$ cat config.mk
export PLATFORM = sky130hd
export DESIGN_NAME = rs_top
export DESIGN_NICKNAME = d
export VERILOG_FILES = /design/src/rtl/rs_pkg.sv /design/src/rtl/rs_entry_if.sv /design/src/rtl/rs_top.sv /design/src/rtl/rs_select.sv /design/src/rtl/rs_entry.sv
export SDC_FILE = /design/constraint.sdc
export NUM_CORES = 1
export LEC_CHECK = 0
export BUFFER_PORTS_ARGS = -buffer_cell sky130_fd_sc_hd__buf_4
export CAP_MARGIN = 20
export CORE_MARGIN = 4
export CORE_UTILIZATION = 35
export CTS_BUF_LIST = sky130_fd_sc_hd__clkbuf_8
export DETAILED_ROUTE_END_ITERATION = 10
export PLACE_DENSITY = 0.5
export SLEW_MARGIN = 20
export SYNTH_ARGS = -nofsm -noshare
export SYNTH_HDL_FRONTEND = slang
export SYNTH_SLANG_ARGS = --single-unit
$ cat constraint.sdc
create_clock -name clock -period 2.98 [get_ports clock]
set_clock_uncertainty 0.15 [all_clocks]
set_input_delay 0.596 -clock clock [delete_from_list [all_inputs] [get_ports clock]]
set_output_delay 0.596 -clock clock [all_outputs]
set_load 0.02 [all_outputs]
$ cat src/rtl/rs_pkg.sv
package rs_pkg;

    // datapath word, rv32
    localparam int XLEN = 32;

    // rob tag width
    // 16 rob entries, so a tag is the rob slot number
    localparam int TAG_W = 4;

    // alu function code carried through to the functional unit
    localparam int OP_W = 4;

    // station depth
    // rs_select and rs_top follow this for any power of two >= 2
    localparam int RS_SIZE = 4;

    // entry index width, derived from the depth
    localparam int RS_IDX_W = $clog2(RS_SIZE);

    // operand source convention used throughout
    //   ready = 1 : value field holds the operand
    //   ready = 0 : tag field names the rob entry that will produce it
    //
    // issue picks the lowest-index ready entry
    // dispatch fills the lowest-index idle entry
    //
    // a cdb broadcast matching a waiting tag is forwarded straight to
    // the issue outputs in the same cycle, and latched at the edge

endpackage
$ cat src/rtl/rs_entry_if.sv
`timescale 1ns/10ps

interface rs_entry_if import rs_pkg::*; ();

    // load and clear strobes from the station, never high together
    logic             wr_en;
    logic             clear;

    // dispatch fields, copied to every entry, only the written one latches them
    logic [OP_W-1:0]  disp_op;
    logic [TAG_W-1:0] disp_dest;        // rob slot of this instruction
    logic             disp_rs1_ready;
    logic [TAG_W-1:0] disp_rs1_tag;
    logic [XLEN-1:0]  disp_rs1_value;
    logic             disp_rs2_ready;
    logic [TAG_W-1:0] disp_rs2_tag;
    logic [XLEN-1:0]  disp_rs2_value;

    // entry status and issue fields
    logic             busy;
    logic             ready;            // includes same-cycle cdb wakeup
    logic [OP_W-1:0]  op;
    logic [TAG_W-1:0] dest;
    logic [XLEN-1:0]  rs1_value;        // already forwarded from the cdb
    logic [XLEN-1:0]  rs2_value;

    modport station (
        output wr_en, clear, disp_op, disp_dest,
        output disp_rs1_ready, disp_rs1_tag, disp_rs1_value,
        output disp_rs2_ready, disp_rs2_tag, disp_rs2_value,
        input  busy, ready, op, dest, rs1_value, rs2_value
    );

    modport entry (
        input  wr_en, clear, disp_op, disp_dest,
        input  disp_rs1_ready, disp_rs1_tag, disp_rs1_value,
        input  disp_rs2_ready, disp_rs2_tag, disp_rs2_value,
        output busy, ready, op, dest, rs1_value, rs2_value
    );

endinterface

$ cat src/rtl/rs_top.sv
`timescale 1ns/10ps

module rs_top import rs_pkg::*; (
    input  logic             clock,
    input  logic             rst_n,
    input  logic             squash,
    // dispatch from the front end
    input  logic             disp_valid,
    input  logic [OP_W-1:0]  disp_op,
    input  logic [TAG_W-1:0] disp_dest,
    input  logic             disp_rs1_ready,
    input  logic [TAG_W-1:0] disp_rs1_tag,
    input  logic [XLEN-1:0]  disp_rs1_value,
    input  logic             disp_rs2_ready,
    input  logic [TAG_W-1:0] disp_rs2_tag,
    input  logic [XLEN-1:0]  disp_rs2_value,
    // common data bus
    input  logic             cdb_valid,
    input  logic [TAG_W-1:0] cdb_tag,
    input  logic [XLEN-1:0]  cdb_value,
    // issue to the execution unit
    output logic             issue_valid,
    output logic [OP_W-1:0]  issue_op,
    output logic [TAG_W-1:0] issue_dest,
    output logic [XLEN-1:0]  issue_rs1_value,
    output logic [XLEN-1:0]  issue_rs2_value,
    output logic             rs_full       // front end stalls dispatch on this
);

    // one bundle per entry
    rs_entry_if ent_if [RS_SIZE] ();

    rs_select u_rs_select (
        .clock           (clock),
        .rst_n           (rst_n),
        .disp_valid      (disp_valid),
        .disp_op         (disp_op),
        .disp_dest       (disp_dest),
        .disp_rs1_ready  (disp_rs1_ready),
        .disp_rs1_tag    (disp_rs1_tag),
        .disp_rs1_value  (disp_rs1_value),
        .disp_rs2_ready  (disp_rs2_ready),
        .disp_rs2_tag    (disp_rs2_tag),
        .disp_rs2_value  (disp_rs2_value),
        .entries         (ent_if),
        .issue_valid     (issue_valid),
        .issue_op        (issue_op),
        .issue_dest      (issue_dest),
        .issue_rs1_value (issue_rs1_value),
        .issue_rs2_value (issue_rs2_value),
        .rs_full         (rs_full)
    );

    // entries all watch the same cdb
    for (genvar g = 0; g < RS_SIZE; g++) begin : g_entry
        rs_entry u_rs_entry (
            .clock     (clock),
            .rst_n     (rst_n),
            .squash    (squash),
            .cdb_valid (cdb_valid),
            .cdb_tag   (cdb_tag),
            .cdb_value (cdb_value),
            .port      (ent_if[g].entry)
        );
    end

endmodule

$ cat src/rtl/rs_select.sv
`timescale 1ns/10ps

module rs_select import rs_pkg::*; (
    input  logic             clock,           // sampling clock for bound checks
    input  logic             rst_n,
    input  logic             disp_valid,
    input  logic [OP_W-1:0]  disp_op,
    input  logic [TAG_W-1:0] disp_dest,
    input  logic             disp_rs1_ready,
    input  logic [TAG_W-1:0] disp_rs1_tag,
    input  logic [XLEN-1:0]  disp_rs1_value,
    input  logic             disp_rs2_ready,
    input  logic [TAG_W-1:0] disp_rs2_tag,
    input  logic [XLEN-1:0]  disp_rs2_value,
    rs_entry_if.station      entries [RS_SIZE],
    output logic             issue_valid,
    output logic [OP_W-1:0]  issue_op,
    output logic [TAG_W-1:0] issue_dest,
    output logic [XLEN-1:0]  issue_rs1_value,
    output logic [XLEN-1:0]  issue_rs2_value,
    output logic             rs_full
);

    // flattened entry status, interface arrays need constant indices
    logic [RS_SIZE-1:0]  busy_vec;
    logic [RS_SIZE-1:0]  ready_vec;
    logic [OP_W-1:0]     op_arr   [RS_SIZE];
    logic [TAG_W-1:0]    dest_arr [RS_SIZE];
    logic [XLEN-1:0]     rs1_arr  [RS_SIZE];
    logic [XLEN-1:0]     rs2_arr  [RS_SIZE];

    logic [RS_IDX_W-1:0] free_idx;            // lowest idle entry
    logic [RS_IDX_W-1:0] issue_idx;           // lowest ready entry
    logic                disp_fire;           // dispatch accepted this cycle
    logic [RS_SIZE-1:0]  wr_vec;
    logic [RS_SIZE-1:0]  clr_vec;

    for (genvar g = 0; g < RS_SIZE; g++) begin : g_port
        // status in
        assign busy_vec[g]  = entries[g].busy;
        assign ready_vec[g] = entries[g].ready;
        assign op_arr[g]    = entries[g].op;
        assign dest_arr[g]  = entries[g].dest;
        assign rs1_arr[g]   = entries[g].rs1_value;
        assign rs2_arr[g]   = entries[g].rs2_value;

        // strobes out, one-hot
        assign wr_vec[g]  = disp_fire && (free_idx == RS_IDX_W'(g));
        assign clr_vec[g] = issue_valid && (issue_idx == RS_IDX_W'(g));
        assign entries[g].wr_en = wr_vec[g];
        assign entries[g].clear = clr_vec[g];

        // dispatch fields broadcast to all entries
        assign entries[g].disp_op        = disp_op;
        assign entries[g].disp_dest      = disp_dest;
        assign entries[g].disp_rs1_ready = disp_rs1_ready;
        assign entries[g].disp_rs1_tag   = disp_rs1_tag;
        assign entries[g].disp_rs1_value = disp_rs1_value;
        assign entries[g].disp_rs2_ready = disp_rs2_ready;
        assign entries[g].disp_rs2_tag   = disp_rs2_tag;
        assign entries[g].disp_rs2_value = disp_rs2_value;
    end

    assign rs_full   = &busy_vec;
    assign disp_fire = disp_valid && !rs_full;    // strobe while full is dropped

    // priority encoders, scan downward so the lowest index lands last
    always_comb begin
        free_idx = '0;
        for (int i = RS_SIZE - 1; i >= 0; i--) begin
            if (!busy_vec[i]) begin
                free_idx = RS_IDX_W'(i);
            end
        end
    end

    always_comb begin
        issue_idx = '0;
        for (int i = RS_SIZE - 1; i >= 0; i--) begin
            if (ready_vec[i]) begin
                issue_idx = RS_IDX_W'(i);
            end
        end
    end

    // issue mux, ready implies busy so a written entry is never picked
    assign issue_valid     = |ready_vec;
    assign issue_op        = op_arr[issue_idx];
    assign issue_dest      = dest_arr[issue_idx];
    assign issue_rs1_value = rs1_arr[issue_idx];
    assign issue_rs2_value = rs2_arr[issue_idx];

endmodule

$ cat src/rtl/rs_entry.sv
`timescale 1ns/10ps

module rs_entry import rs_pkg::*; (
    input  logic             clock,
    input  logic             rst_n,
    input  logic             squash,      // rob flush, drops the entry at the edge
    input  logic             cdb_valid,
    input  logic [TAG_W-1:0] cdb_tag,
    input  logic [XLEN-1:0]  cdb_value,
    rs_entry_if.entry        port
);

    // control state
    logic             busy_q;
    logic             rs1_rdy_q;          // rs1 value held in the entry
    logic             rs2_rdy_q;

    // held instruction
    logic [OP_W-1:0]  op_q;
    logic [TAG_W-1:0] dest_q;
    logic [TAG_W-1:0] rs1_tag_q;          // producer tag while waiting
    logic [TAG_W-1:0] rs2_tag_q;
    logic [XLEN-1:0]  rs1_val_q;
    logic [XLEN-1:0]  rs2_val_q;

    // cdb matches against waiting operands of the held instruction
    logic             rs1_hit;
    logic             rs2_hit;

    // cdb matches against the operands being dispatched right now
    logic             disp_rs1_hit;
    logic             disp_rs2_hit;

    logic             ready_c;

    // only a busy entry with a still-waiting operand can wake up
    assign rs1_hit = busy_q && cdb_valid && !rs1_rdy_q && (cdb_tag == rs1_tag_q);
    assign rs2_hit = busy_q && cdb_valid && !rs2_rdy_q && (cdb_tag == rs2_tag_q);

    // producer finishing in the dispatch cycle itself
    // the map table has not seen it yet, so catch it here or it is lost
    assign disp_rs1_hit = cdb_valid && !port.disp_rs1_ready &&
                          (cdb_tag == port.disp_rs1_tag);
    assign disp_rs2_hit = cdb_valid && !port.disp_rs2_ready &&
                          (cdb_tag == port.disp_rs2_tag);

    // busy and operand flags
    always_ff @(posedge clock or negedge rst_n) begin
        if (!rst_n) begin
            busy_q    <= 1'b0;
            rs1_rdy_q <= 1'b0;
            rs2_rdy_q <= 1'b0;
        end else if (squash) begin
            busy_q    <= 1'b0;                // flags are don't care once idle
        end else if (port.wr_en) begin
            busy_q    <= 1'b1;
            rs1_rdy_q <= port.disp_rs1_ready || disp_rs1_hit;
            rs2_rdy_q <= port.disp_rs2_ready || disp_rs2_hit;
        end else begin
            if (port.clear) begin
                busy_q <= 1'b0;               // issued this cycle
            end
            if (rs1_hit) begin
                rs1_rdy_q <= 1'b1;
            end
            if (rs2_hit) begin
                rs2_rdy_q <= 1'b1;
            end
        end
    end

    // payload, qualified by busy so no reset
    always_ff @(posedge clock) begin
        if (port.wr_en) begin
            op_q      <= port.disp_op;
            dest_q    <= port.disp_dest;
            rs1_tag_q <= port.disp_rs1_tag;
            rs2_tag_q <= port.disp_rs2_tag;
            // cdb value wins over the dispatched value on a same-cycle match
            rs1_val_q <= disp_rs1_hit ? cdb_value : port.disp_rs1_value;
            rs2_val_q <= disp_rs2_hit ? cdb_value : port.disp_rs2_value;
        end else begin
            if (rs1_hit) begin
                rs1_val_q <= cdb_value;       // capture broadcast
            end
            if (rs2_hit) begin
                rs2_val_q <= cdb_value;
            end
        end
    end

    // ready, four ways to get there
    always_comb begin
        ready_c = 1'b0;
        if (busy_q) begin
            case ({rs1_rdy_q, rs2_rdy_q})
                2'b11:   ready_c = 1'b1;                 // both held
                2'b10:   ready_c = rs2_hit;              // rs2 from cdb now
                2'b01:   ready_c = rs1_hit;              // rs1 from cdb now
                default: ready_c = rs1_hit && rs2_hit;   // both wait on one tag
            endcase
        end
    end

    assign port.ready = ready_c;
    assign port.busy  = busy_q;
    assign port.op    = op_q;
    assign port.dest  = dest_q;

    // forward the bus so a wakeup can issue in its own cycle
    assign port.rs1_value = rs1_hit ? cdb_value : rs1_val_q;
    assign port.rs2_value = rs2_hit ? cdb_value : rs2_val_q;

endmodule

==> results of run 1 <==
-- kinds of logic after synthesis --
family                 Yosys count  share of synthesized area [%]
XOR/XNOR                        37                           1.88
AND/OR/NAND/NOR                395                           9.83
AO/OA/AOI/OAI                  649                           25.7
buffers and inverters          254                           6.58
flip-flops                     332                           42.5
multiplexers                   224                           13.4
-- registers in the layout, indices dropped and copies added, names as in the netlist --
register and flops:
g_entry.u_rs_entry.rs1_val_q 128, g_entry.u_rs_entry.rs2_val_q 128, g_entry.u_rs_entry.port.dest 16, g_entry.u_rs_entry.port.op 16, g_entry.u_rs_entry.rs1_tag_q 16, g_entry.u_rs_entry.rs2_tag_q 16
g_entry.u_rs_entry.port.busy 4, g_entry.u_rs_entry.rs1_rdy_q 4, g_entry.u_rs_entry.rs2_rdy_q 4
-- worst max-delay path: stages (launching register included) --
cell and delay [ns]:
sky130_fd_sc_hd__edfxtp_1 0.37, sky130_fd_sc_hd__xor2_1 0.18, sky130_fd_sc_hd__nor4_4 0.35, sky130_fd_sc_hd__buf_4 0.17
sky130_fd_sc_hd__buf_4 0.10, sky130_fd_sc_hd__o21ba_2 0.15, sky130_fd_sc_hd__nand2_2 0.08, sky130_fd_sc_hd__a31oi_4 0.19
sky130_fd_sc_hd__buf_4 0.14, sky130_fd_sc_hd__buf_12 0.15, sky130_fd_sc_hd__buf_12 0.17, sky130_fd_sc_hd__o221ai_2 0.14
sky130_fd_sc_hd__buf_4 0.18
-- through the flow --
stage          util [%]  power [uW]  instance area, um^2  hold slack, ns  setup slack (ns)
2_1_floorplan         -        8420                18000           0.150           -0.0838
3_3_place_gp       43.8        9780                21400           0.308            -0.676
3_5_place_dp       43.8        9870                21400           0.315            -0.667
4_1_cts            47.5       14300                23200        0.000346            -0.870
5_1_grt            48.5       15100                23700         0.00533            -0.926
6_report           48.5       14400                23700          0.0442            -0.820
-- cells in the final DEF, fill, tap and decap left out, types with 16 or more instances in the layout --
cell and count:
sky130_fd_sc_hd__xor2_1 17, sky130_fd_sc_hd__o22a_1 64, sky130_fd_sc_hd__buf_6 46, sky130_fd_sc_hd__edfxtp_1 64, sky130_fd_sc_hd__dfxtp_1 256, sky130_fd_sc_hd__o221ai_2 35, sky130_fd_sc_hd__nand3_2 20, sky130_fd_sc_hd__nand3_1 63
sky130_fd_sc_hd__buf_4 257, sky130_fd_sc_hd__mux2_2 34, sky130_fd_sc_hd__mux2_1 26, sky130_fd_sc_hd__xnor2_1 16, sky130_fd_sc_hd__mux2i_1 160, sky130_fd_sc_hd__dlygate4sd3_1 19, sky130_fd_sc_hd__buf_12 70, sky130_fd_sc_hd__a211oi_1 32
sky130_fd_sc_hd__nor2_1 262, sky130_fd_sc_hd__nand2_1 16, sky130_fd_sc_hd__clkbuf_8 70, sky130_fd_sc_hd__a21oi_1 217, sky130_fd_sc_hd__inv_1 87, sky130_fd_sc_hd__o22ai_1 225, sky130_fd_sc_hd__o221ai_4 37
-- how the worst min path moves through the flow --
stage                                  start                             endpoint  slack, ns  cells after the start
after floorplan                        rst_n      g_entry[0].u_rs_entry.port.busy       0.15                      0
final                     disp_rs2_value[31]  g_entry[3].u_rs_entry.rs2_val_q[31]       0.04                      3
after CTS                 disp_rs2_value[31]  g_entry[3].u_rs_entry.rs2_val_q[31]     0.0003                      3
after global placement                 rst_n      g_entry[0].u_rs_entry.rs1_rdy_q       0.31                      1
after global routing       disp_rs2_value[2]   g_entry[3].u_rs_entry.rs2_val_q[2]      0.005                      3
after detailed placement               rst_n      g_entry[0].u_rs_entry.rs1_rdy_q       0.31                      1
-- metal layers --
metal  GRT usage, %  vias to the layer above  wire, um
met1           34.8                     8236     31300
li1               -                     7648         -
met5              0                        -         0
met4           9.24                        0      2250
met2           43.5                      712     34300
met3           5.49                      149      5260
-- layout make-up --
cell class	count	area [um^2]
clock inverter	42	191
fill	4632	25200
antenna	2	5.00
clock buffer	70	963
inverter	52	195
sequential	332	7350
timing repair buffer	406	4400
multi-input combinational	1305	9740
tap	664	831
-- where the power goes --
part           switching, uW  leakage (uW)  internal, uW
logic                   2200       0.00590          1960
clock network           2030      0.000726          2200
registers                443       0.00288          5520
total                   4680       0.00950          9680
-- what timing repair did --
item / 4_1_cts / 5_1_grt
setup endpoints to repair: 73 / 73
pin swaps: 3 / 4
gates resized for setup: 63 / 35
cloned: 5 / 6
setup buffers: 6 / 11
hold buffers: 19 / 0
endpoints found under the hold margin: 81 / 0
==> flow_results.xml, run 1 <==
<?xml version="1.0" encoding="UTF-8"?>
<metrics>
  <group name="sta">
    <metric name="slew_headroom" unit="%">66.7</metric>
    <metric name="timing_worst_slew_pin_value" unit="ns">0.499</metric>
    <metric name="final_hold_violations" unit="">0</metric>
    <metric name="clock.fmax" unit="MHz">263</metric>
    <metric name="timing.final.setup_violations" unit="">73</metric>
    <metric name="final.period_utilization" unit="%">128</metric>
    <metric name="finalMaxSlewViolations" unit="">0</metric>
    <metric name="setup_slack" unit="ns">-0.820</metric>
    <metric name="setup_total_negative_slack" unit="ns">-56.09</metric>
    <metric name="crit_path_time_final" unit="ns">3.80</metric>
    <metric name="grt_setup_unrepaired" unit="">true</metric>
  </group>
  <group name="route">
    <metric name="via_per_inst" unit="">5.83</metric>
    <metric name="avgRoutedWirePerCell" unit="um">25.5</metric>
    <metric name="route.final.wire_length" unit="um">73100</metric>
    <metric name="drt-pass1-iter-count" unit="">5</metric>
    <metric name="number_of_drc_violations_after_detailed_routing" unit="">0</metric>
    <metric name="drt_iter0_drc" unit="">1304</metric>
    <metric name="num_vias" unit="">16700</metric>
    <metric name="antenna_left" unit="">0</metric>
  </group>
  <group name="power_and_ir_drop">
    <metric name="ir_drop" unit="V">0.000320</metric>
    <metric name="powerDensity" unit="nW/um^2">607</metric>
    <metric name="total_leakage_power" unit="uW">0.00950</metric>
  </group>
  <group name="cells_and_area">
    <metric name="final_net_count" unit="">2281</metric>
    <metric name="stdcell_count" unit="">2873</metric>
    <metric name="synthToLayoutAreaGrowth" unit="%">37.0</metric>
    <metric name="final_layout_size_suffix_gt1_share" unit="%">28.5</metric>
  </group>
  <group name="clock_tree">
    <metric name="cts_num_sinks" unit="">332</metric>
    <metric name="cts.root.buffer_cell" unit="">sky130_fd_sc_hd__clkbuf_8</metric>
    <metric name="cts_inserted_buffers" unit="">61</metric>
    <metric name="clk_latency" unit="ns">0.67</metric>
    <metric name="clk_pin_slew_worst_paths" unit="ns">0.06</metric>
    <metric name="maximum_root_to_sink_buffer_count" unit="">3</metric>
    <metric name="tritoncts" unit="">yes</metric>
    <metric name="htree_num_levels" unit="">2</metric>
  </group>
  <group name="global_routing">
    <metric name="first_pass_grt_wire_length" unit="um">108000</metric>
    <metric name="grt_usage" unit="%">26.5</metric>
    <metric name="grt.overflow.total" unit="">0</metric>
    <metric name="grt_max_degree" unit="">38</metric>
    <metric name="first_global_vias" unit="">16900</metric>
    <metric name="antenna_violations_before_repair" unit="">2</metric>
  </group>
  <group name="synth">
    <metric name="mappedNetlistArea" unit="um^2">17300</metric>
    <metric name="yosys_warnings" unit="">0</metric>
    <metric name="synthTopCellsByArea" unit="">sky130_fd_sc_hd__dfxtp_1 30%, sky130_fd_sc_hd__edfxtp_1 11%, sky130_fd_sc_hd__mux2i_1 9.3%</metric>
    <metric name="yosysMostFrequentCell" unit="">sky130_fd_sc_hd__nor2_1</metric>
    <metric name="largest_area_contributor_in_the_synthesized_netlist" unit="">sky130_fd_sc_hd__dfxtp_1</metric>
    <metric name="synth_cells" unit="">1891</metric>
    <metric name="async_flop_share" unit="%">3.61</metric>
    <metric name="ys_ff_latch" unit="">332</metric>
    <metric name="synthDominantCellAreaShare" unit="%">29.7</metric>
    <metric name="distinct_cell_type_count_after_synthesis" unit="">56</metric>
    <metric name="post_synth.cell_area_avg" unit="um^2">9.14</metric>
    <metric name="synth_sequential_area_ratio" unit="%">42.5</metric>
    <metric name="ys_top_cells_by_count" unit="">262 x sky130_fd_sc_hd__nor2_1, 256 x sky130_fd_sc_hd__dfxtp_1, 226 x sky130_fd_sc_hd__o22ai_1</metric>
    <metric name="syn-num-nets" unit="">2014</metric>
    <metric name="synth_top_flop_cell" unit="">sky130_fd_sc_hd__dfxtp_1</metric>
    <metric name="number_of_enable_flip_flop_cells_after_synthesis" unit="">64</metric>
  </group>
  <group name="flow_run">
    <metric name="drv_cap" unit="">0</metric>
  </group>
  <group name="floorplan">
    <metric name="horizontal_die_dimension" unit="um">230</metric>
    <metric name="core" unit="um^2">48800</metric>
    <metric name="num_io_pins" unit="">197</metric>
    <metric name="initial_utilization" unit="%">35.4</metric>
    <metric name="design.die.area" unit="um^2">53000</metric>
    <metric name="die_h" unit="um">230</metric>
    <metric name="fp-row-count" unit="">81</metric>
  </group>
  <group name="setup_path">
    <metric name="critPathCapture" unit="">issue_rs1_value[21]</metric>
    <metric name="cp-start-kind" unit="">register</metric>
    <metric name="worst_r2r_startpoint" unit="">g_entry[3].u_rs_entry.rs1_tag_q[1]</metric>
    <metric name="rr_worst_depth" unit="">9</metric>
    <metric name="worst-endpoint-required" unit="ns">2.23</metric>
    <metric name="crit_fanout" unit="">9</metric>
    <metric name="worst-setup-path-type" unit="">register to primary output</metric>
    <metric name="critPathCaptureType" unit="">primary output</metric>
    <metric name="cp_launch_point" unit="">g_entry[3].u_rs_entry.rs1_tag_q[1]</metric>
    <metric name="r2r_slack" unit="ns">0.60</metric>
    <metric name="reg2reg_to" unit="">g_entry[3].u_rs_entry.rs1_val_q[18]</metric>
    <metric name="cp.arrival" unit="ns">3.05</metric>
  </group>
  <group name="hold_path">
    <metric name="worst_hold_path_type" unit="">primary input to register</metric>
  </group>
  <group name="run_status">
    <metric name="violations" unit="">setup timing</metric>
    <metric name="run_status" unit="">finished with violations</metric>
  </group>
  <group name="place">
    <metric name="routabilityCongestion" unit="">0.854</metric>
    <metric name="placed_cells" unit="">2713</metric>
    <metric name="hpwl_after_dpl" unit="um">46600</metric>
    <metric name="port_buffers" unit="">196</metric>
  </group>
</metrics>
Note: power is estimated with default switching activity, not from simulation.
==> inputs of run 2 (changes only) <==
--- a/config.mk
+++ b/config.mk
@@ -11,7 +11,7 @@
 export CORE_UTILIZATION = 35
 export CTS_BUF_LIST = sky130_fd_sc_hd__clkbuf_8
 export DETAILED_ROUTE_END_ITERATION = 10
-export PLACE_DENSITY = 0.5
+export PLACE_DENSITY = 0.48
 export SLEW_MARGIN = 20
 export SYNTH_ARGS = -nofsm -noshare
 export SYNTH_HDL_FRONTEND = slang
==> constraint.sdc (replaced) <==
create_clock -name clock -period 3.6 [get_ports clock]
set_clock_uncertainty 0.15 [all_clocks]
set_input_delay 0.72 -clock clock [delete_from_list [all_inputs] [get_ports clock]]
set_output_delay 0.72 -clock clock [all_outputs]
set_load 0.02 [all_outputs]
==> run 2 against run 1 <==
The run still ends with setup timing left. Sequential share of layout area shrank 0.10 points. Largest cell class unchanged. Sequential power shrank 17%. Power shrank 16%. Final cell count grew 0.24%. Clock-buffer cell count grew 7.
==> flow_results.xml, run 2 (synthesis gave the netlist of run 1 again) <==
<?xml version="1.0" encoding="UTF-8"?>
<metrics>
  <group name="run_status">
    <metric name="run_status" unit="">finished with violations</metric>
    <metric name="violations" unit="">setup timing</metric>
  </group>
  <group name="cells_and_area">
    <metric name="area.sequential" unit="um^2">7350</metric>
    <metric name="layout_top_registers" unit="">g_entry.u_rs_entry.rs1_val_q: 128 flops, g_entry.u_rs_entry.rs2_val_q: 128 flops</metric>
    <metric name="multi_input_area" unit="um^2">9720</metric>
    <metric name="final_net_count" unit="">2298</metric>
    <metric name="num-fill-cells" unit="">4639</metric>
    <metric name="diodes" unit="">0</metric>
    <metric name="layout.cells.most_common" unit="">sky130_fd_sc_hd__buf_4</metric>
    <metric name="commonest_cells_after_routing_fill_and_taps_aside" unit="">280 x sky130_fd_sc_hd__buf_4, 262 x sky130_fd_sc_hd__nor2_1, 256 x sky130_fd_sc_hd__dfxtp_1</metric>
    <metric name="synthToLayoutAreaGrowth" unit="%">37.5</metric>
    <metric name="final_layout_size_suffix_gt1_share" unit="%">31.8</metric>
  </group>
  <group name="power_and_ir_drop">
    <metric name="total_leakage_power" unit="uW">0.00953</metric>
    <metric name="powerDensity" unit="nW/um^2">505</metric>
    <metric name="ir_drop" unit="V">0.000249</metric>
  </group>
  <group name="floorplan">
    <metric name="initial_utilization" unit="%">35.4</metric>
    <metric name="die_h" unit="um">230</metric>
    <metric name="core" unit="um^2">48800</metric>
    <metric name="horizontal_die_dimension" unit="um">230</metric>
    <metric name="fp-row-count" unit="">81</metric>
    <metric name="num_io_pins" unit="">197</metric>
    <metric name="design.die.area" unit="um^2">53000</metric>
  </group>
  <group name="route">
    <metric name="drt_iter0_drc" unit="">1674</metric>
    <metric name="num_vias" unit="">17000</metric>
    <metric name="route.final.wire_length" unit="um">73300</metric>
    <metric name="antenna_left" unit="">0</metric>
    <metric name="number_of_drc_violations_after_detailed_routing" unit="">0</metric>
    <metric name="via_per_inst" unit="">5.89</metric>
    <metric name="drt-pass1-iter-count" unit="">6</metric>
    <metric name="avgRoutedWirePerCell" unit="um">25.5</metric>
  </group>
  <group name="global_routing">
    <metric name="antenna_violations_before_repair" unit="">0</metric>
    <metric name="first_global_vias" unit="">17100</metric>
    <metric name="grt_usage" unit="%">26.7</metric>
    <metric name="grt_max_degree" unit="">54</metric>
    <metric name="grt.overflow.total" unit="">0</metric>
    <metric name="first_pass_grt_wire_length" unit="um">109000</metric>
  </group>
  <group name="setup_path">
    <metric name="r2r_slack" unit="ns">0.88</metric>
    <metric name="critPathCaptureType" unit="">primary output</metric>
    <metric name="cp.arrival" unit="ns">2.93</metric>
    <metric name="critPathCapture" unit="">issue_rs1_value[4]</metric>
    <metric name="rr_worst_depth" unit="">9</metric>
    <metric name="cp-start-kind" unit="">register</metric>
    <metric name="cp_launch_point" unit="">g_entry[3].u_rs_entry.rs1_tag_q[3]</metric>
    <metric name="worst-setup-path-type" unit="">register to primary output</metric>
    <metric name="worst-endpoint-required" unit="ns">2.73</metric>
    <metric name="crit_fanout" unit="">10</metric>
    <metric name="worst_r2r_startpoint" unit="">g_entry[2].u_rs_entry.rs2_tag_q[3]</metric>
    <metric name="reg2reg_to" unit="">g_entry[2].u_rs_entry.rs2_val_q[17]</metric>
  </group>
  <group name="sta">
    <metric name="final.period_utilization" unit="%">106</metric>
    <metric name="setup_slack" unit="ns">-0.204</metric>
    <metric name="setup_total_negative_slack" unit="ns">-10.85</metric>
    <metric name="slew_headroom" unit="%">35.2</metric>
    <metric name="finalMaxSlewViolations" unit="">0</metric>
    <metric name="clock.fmax" unit="MHz">263</metric>
    <metric name="holdWs" unit="ns">0.158</metric>
    <metric name="timing_worst_slew_pin_value" unit="ns">0.972</metric>
    <metric name="grt_setup_unrepaired" unit="">true</metric>
    <metric name="crit_path_time_final" unit="ns">3.80</metric>
    <metric name="final_hold_violations" unit="">0</metric>
    <metric name="timing.final.setup_violations" unit="">72</metric>
  </group>
  <group name="place">
    <metric name="hpwl_after_dpl" unit="um">46600</metric>
    <metric name="port_buffers" unit="">196</metric>
    <metric name="routabilityCongestion" unit="">0.845</metric>
  </group>
  <group name="clock_tree">
    <metric name="htree_num_levels" unit="">3</metric>
    <metric name="clk_pin_slew_worst_paths" unit="ns">0.05</metric>
    <metric name="clk_latency" unit="ns">0.62</metric>
    <metric name="cts_num_sinks" unit="">332</metric>
    <metric name="maximum_root_to_sink_buffer_count" unit="">3</metric>
    <metric name="tritoncts" unit="">yes</metric>
    <metric name="cts.root.buffer_cell" unit="">sky130_fd_sc_hd__clkbuf_8</metric>
    <metric name="cts_inserted_buffers" unit="">66</metric>
  </group>
  <group name="hold_path">
    <metric name="timing.hold.worst_path_depth" unit="">1</metric>
    <metric name="worst_hold_path_type" unit="">primary input to register</metric>
  </group>
  <group name="flow_run">
    <metric name="drv_cap" unit="">0</metric>
  </group>
</metrics>
[run 2: cell types whose count changed in the layout (fill, tap and decap cells not counted), sizes merged]
cell,change
clkinvlp,+1
bufbuf,+3
bufinv,-1
dlygate4sd3,-18
clkinv,+3
clkbuf,+4
inv,-13
diode,-2
buf,+30
[run 2: worst min path at each step]
stage | start | endpoint | slack (ns)
final | disp_op[3] | g_entry[0].u_rs_entry.port.op[3] | 0.16
after global placement | g_entry[3].u_rs_entry.rs2_val_q[30] | g_entry[3].u_rs_entry.rs2_val_q[30] | 0.32
after global routing | disp_dest[2] | g_entry[0].u_rs_entry.port.dest[2] | 0.13
after floorplan | rst_n | g_entry[0].u_rs_entry.port.busy | 0.27
after CTS | disp_op[3] | g_entry[0].u_rs_entry.port.op[3] | 0.1
after detailed placement | g_entry[0].u_rs_entry.rs2_val_q[24] | g_entry[0].u_rs_entry.rs2_val_q[24] | 0.33
[run 2: cell type report]
| cell class | instances | area share (%) |
|---|---|---|
| tap | 664 | 3.50 |
| inverter | 52 | 0.822 |
| clock buffer | 77 | 4.46 |
| sequential | 332 | 30.9 |
| multi-input combinational | 1305 | 40.9 |
| clock inverter | 32 | 0.558 |
| timing repair buffer | 418 | 18.8 |
[run 2: stage by stage]
| stage | instances | area [um^2] | setup slack, ns | total power, uW | utilization, % |
|---|---|---|---|---|---|
| 3_5_place_dp | 2735 | 21000 | -0.277 | 8010 | 42.9 |
| 6_report | 2880 | 23800 | -0.204 | 12000 | 48.6 |
| 5_1_grt | 2880 | 23800 | -0.336 | 12600 | 48.6 |
| 2_1_floorplan | 1891 | 17300 | 0.199 | 6770 | - |
| 3_3_place_gp | 2735 | 21000 | -0.312 | 7930 | 42.9 |
| 4_1_cts | 2872 | 23300 | -0.314 | 11900 | 47.7 |
[run 2: metal layers]
layer	wire length, um	vias up	GRT usage [%]
li1	-	7653	-
met1	31500	8359	35.1
met2	33600	782	42.9
met3	5780	178	6.11
met4	2450	0	9.89
met5	0	-	0
[run 2: what timing repair did]
action	in CTS	in global routing
hold buffers	1	0
gates resized for setup	146	58
cloned	6	3
setup buffers	23	9
pin swaps	27	15
endpoints found under the hold margin	12	0
endpoints found under the setup margin	73	73
[run 2: critical path, stage by stage, from the launching register on]
cell and delay, ns:
sky130_fd_sc_hd__edfxtp_1 0.38, sky130_fd_sc_hd__xor2_1 0.16, sky130_fd_sc_hd__nor4_2 0.33, sky130_fd_sc_hd__buf_4 0.18, sky130_fd_sc_hd__buf_6 0.09, sky130_fd_sc_hd__o21ba_4 0.14, sky130_fd_sc_hd__nand2_4 0.07, sky130_fd_sc_hd__a31oi_4 0.19
sky130_fd_sc_hd__buf_12 0.20, sky130_fd_sc_hd__buf_12 0.17, sky130_fd_sc_hd__buf_12 0.12, sky130_fd_sc_hd__o221ai_2 0.10, sky130_fd_sc_hd__buf_4 0.17
[run 2: power by group]
| group | leakage [uW] | internal, uW | total [uW] | switching (uW) |
|---|---|---|---|---|
| logic | 0.00596 | 1620 | 3420 | 1800 |
| clock network | 0.000701 | 1920 | 3640 | 1720 |
| registers | 0.00287 | 4570 | 4930 | 367 |
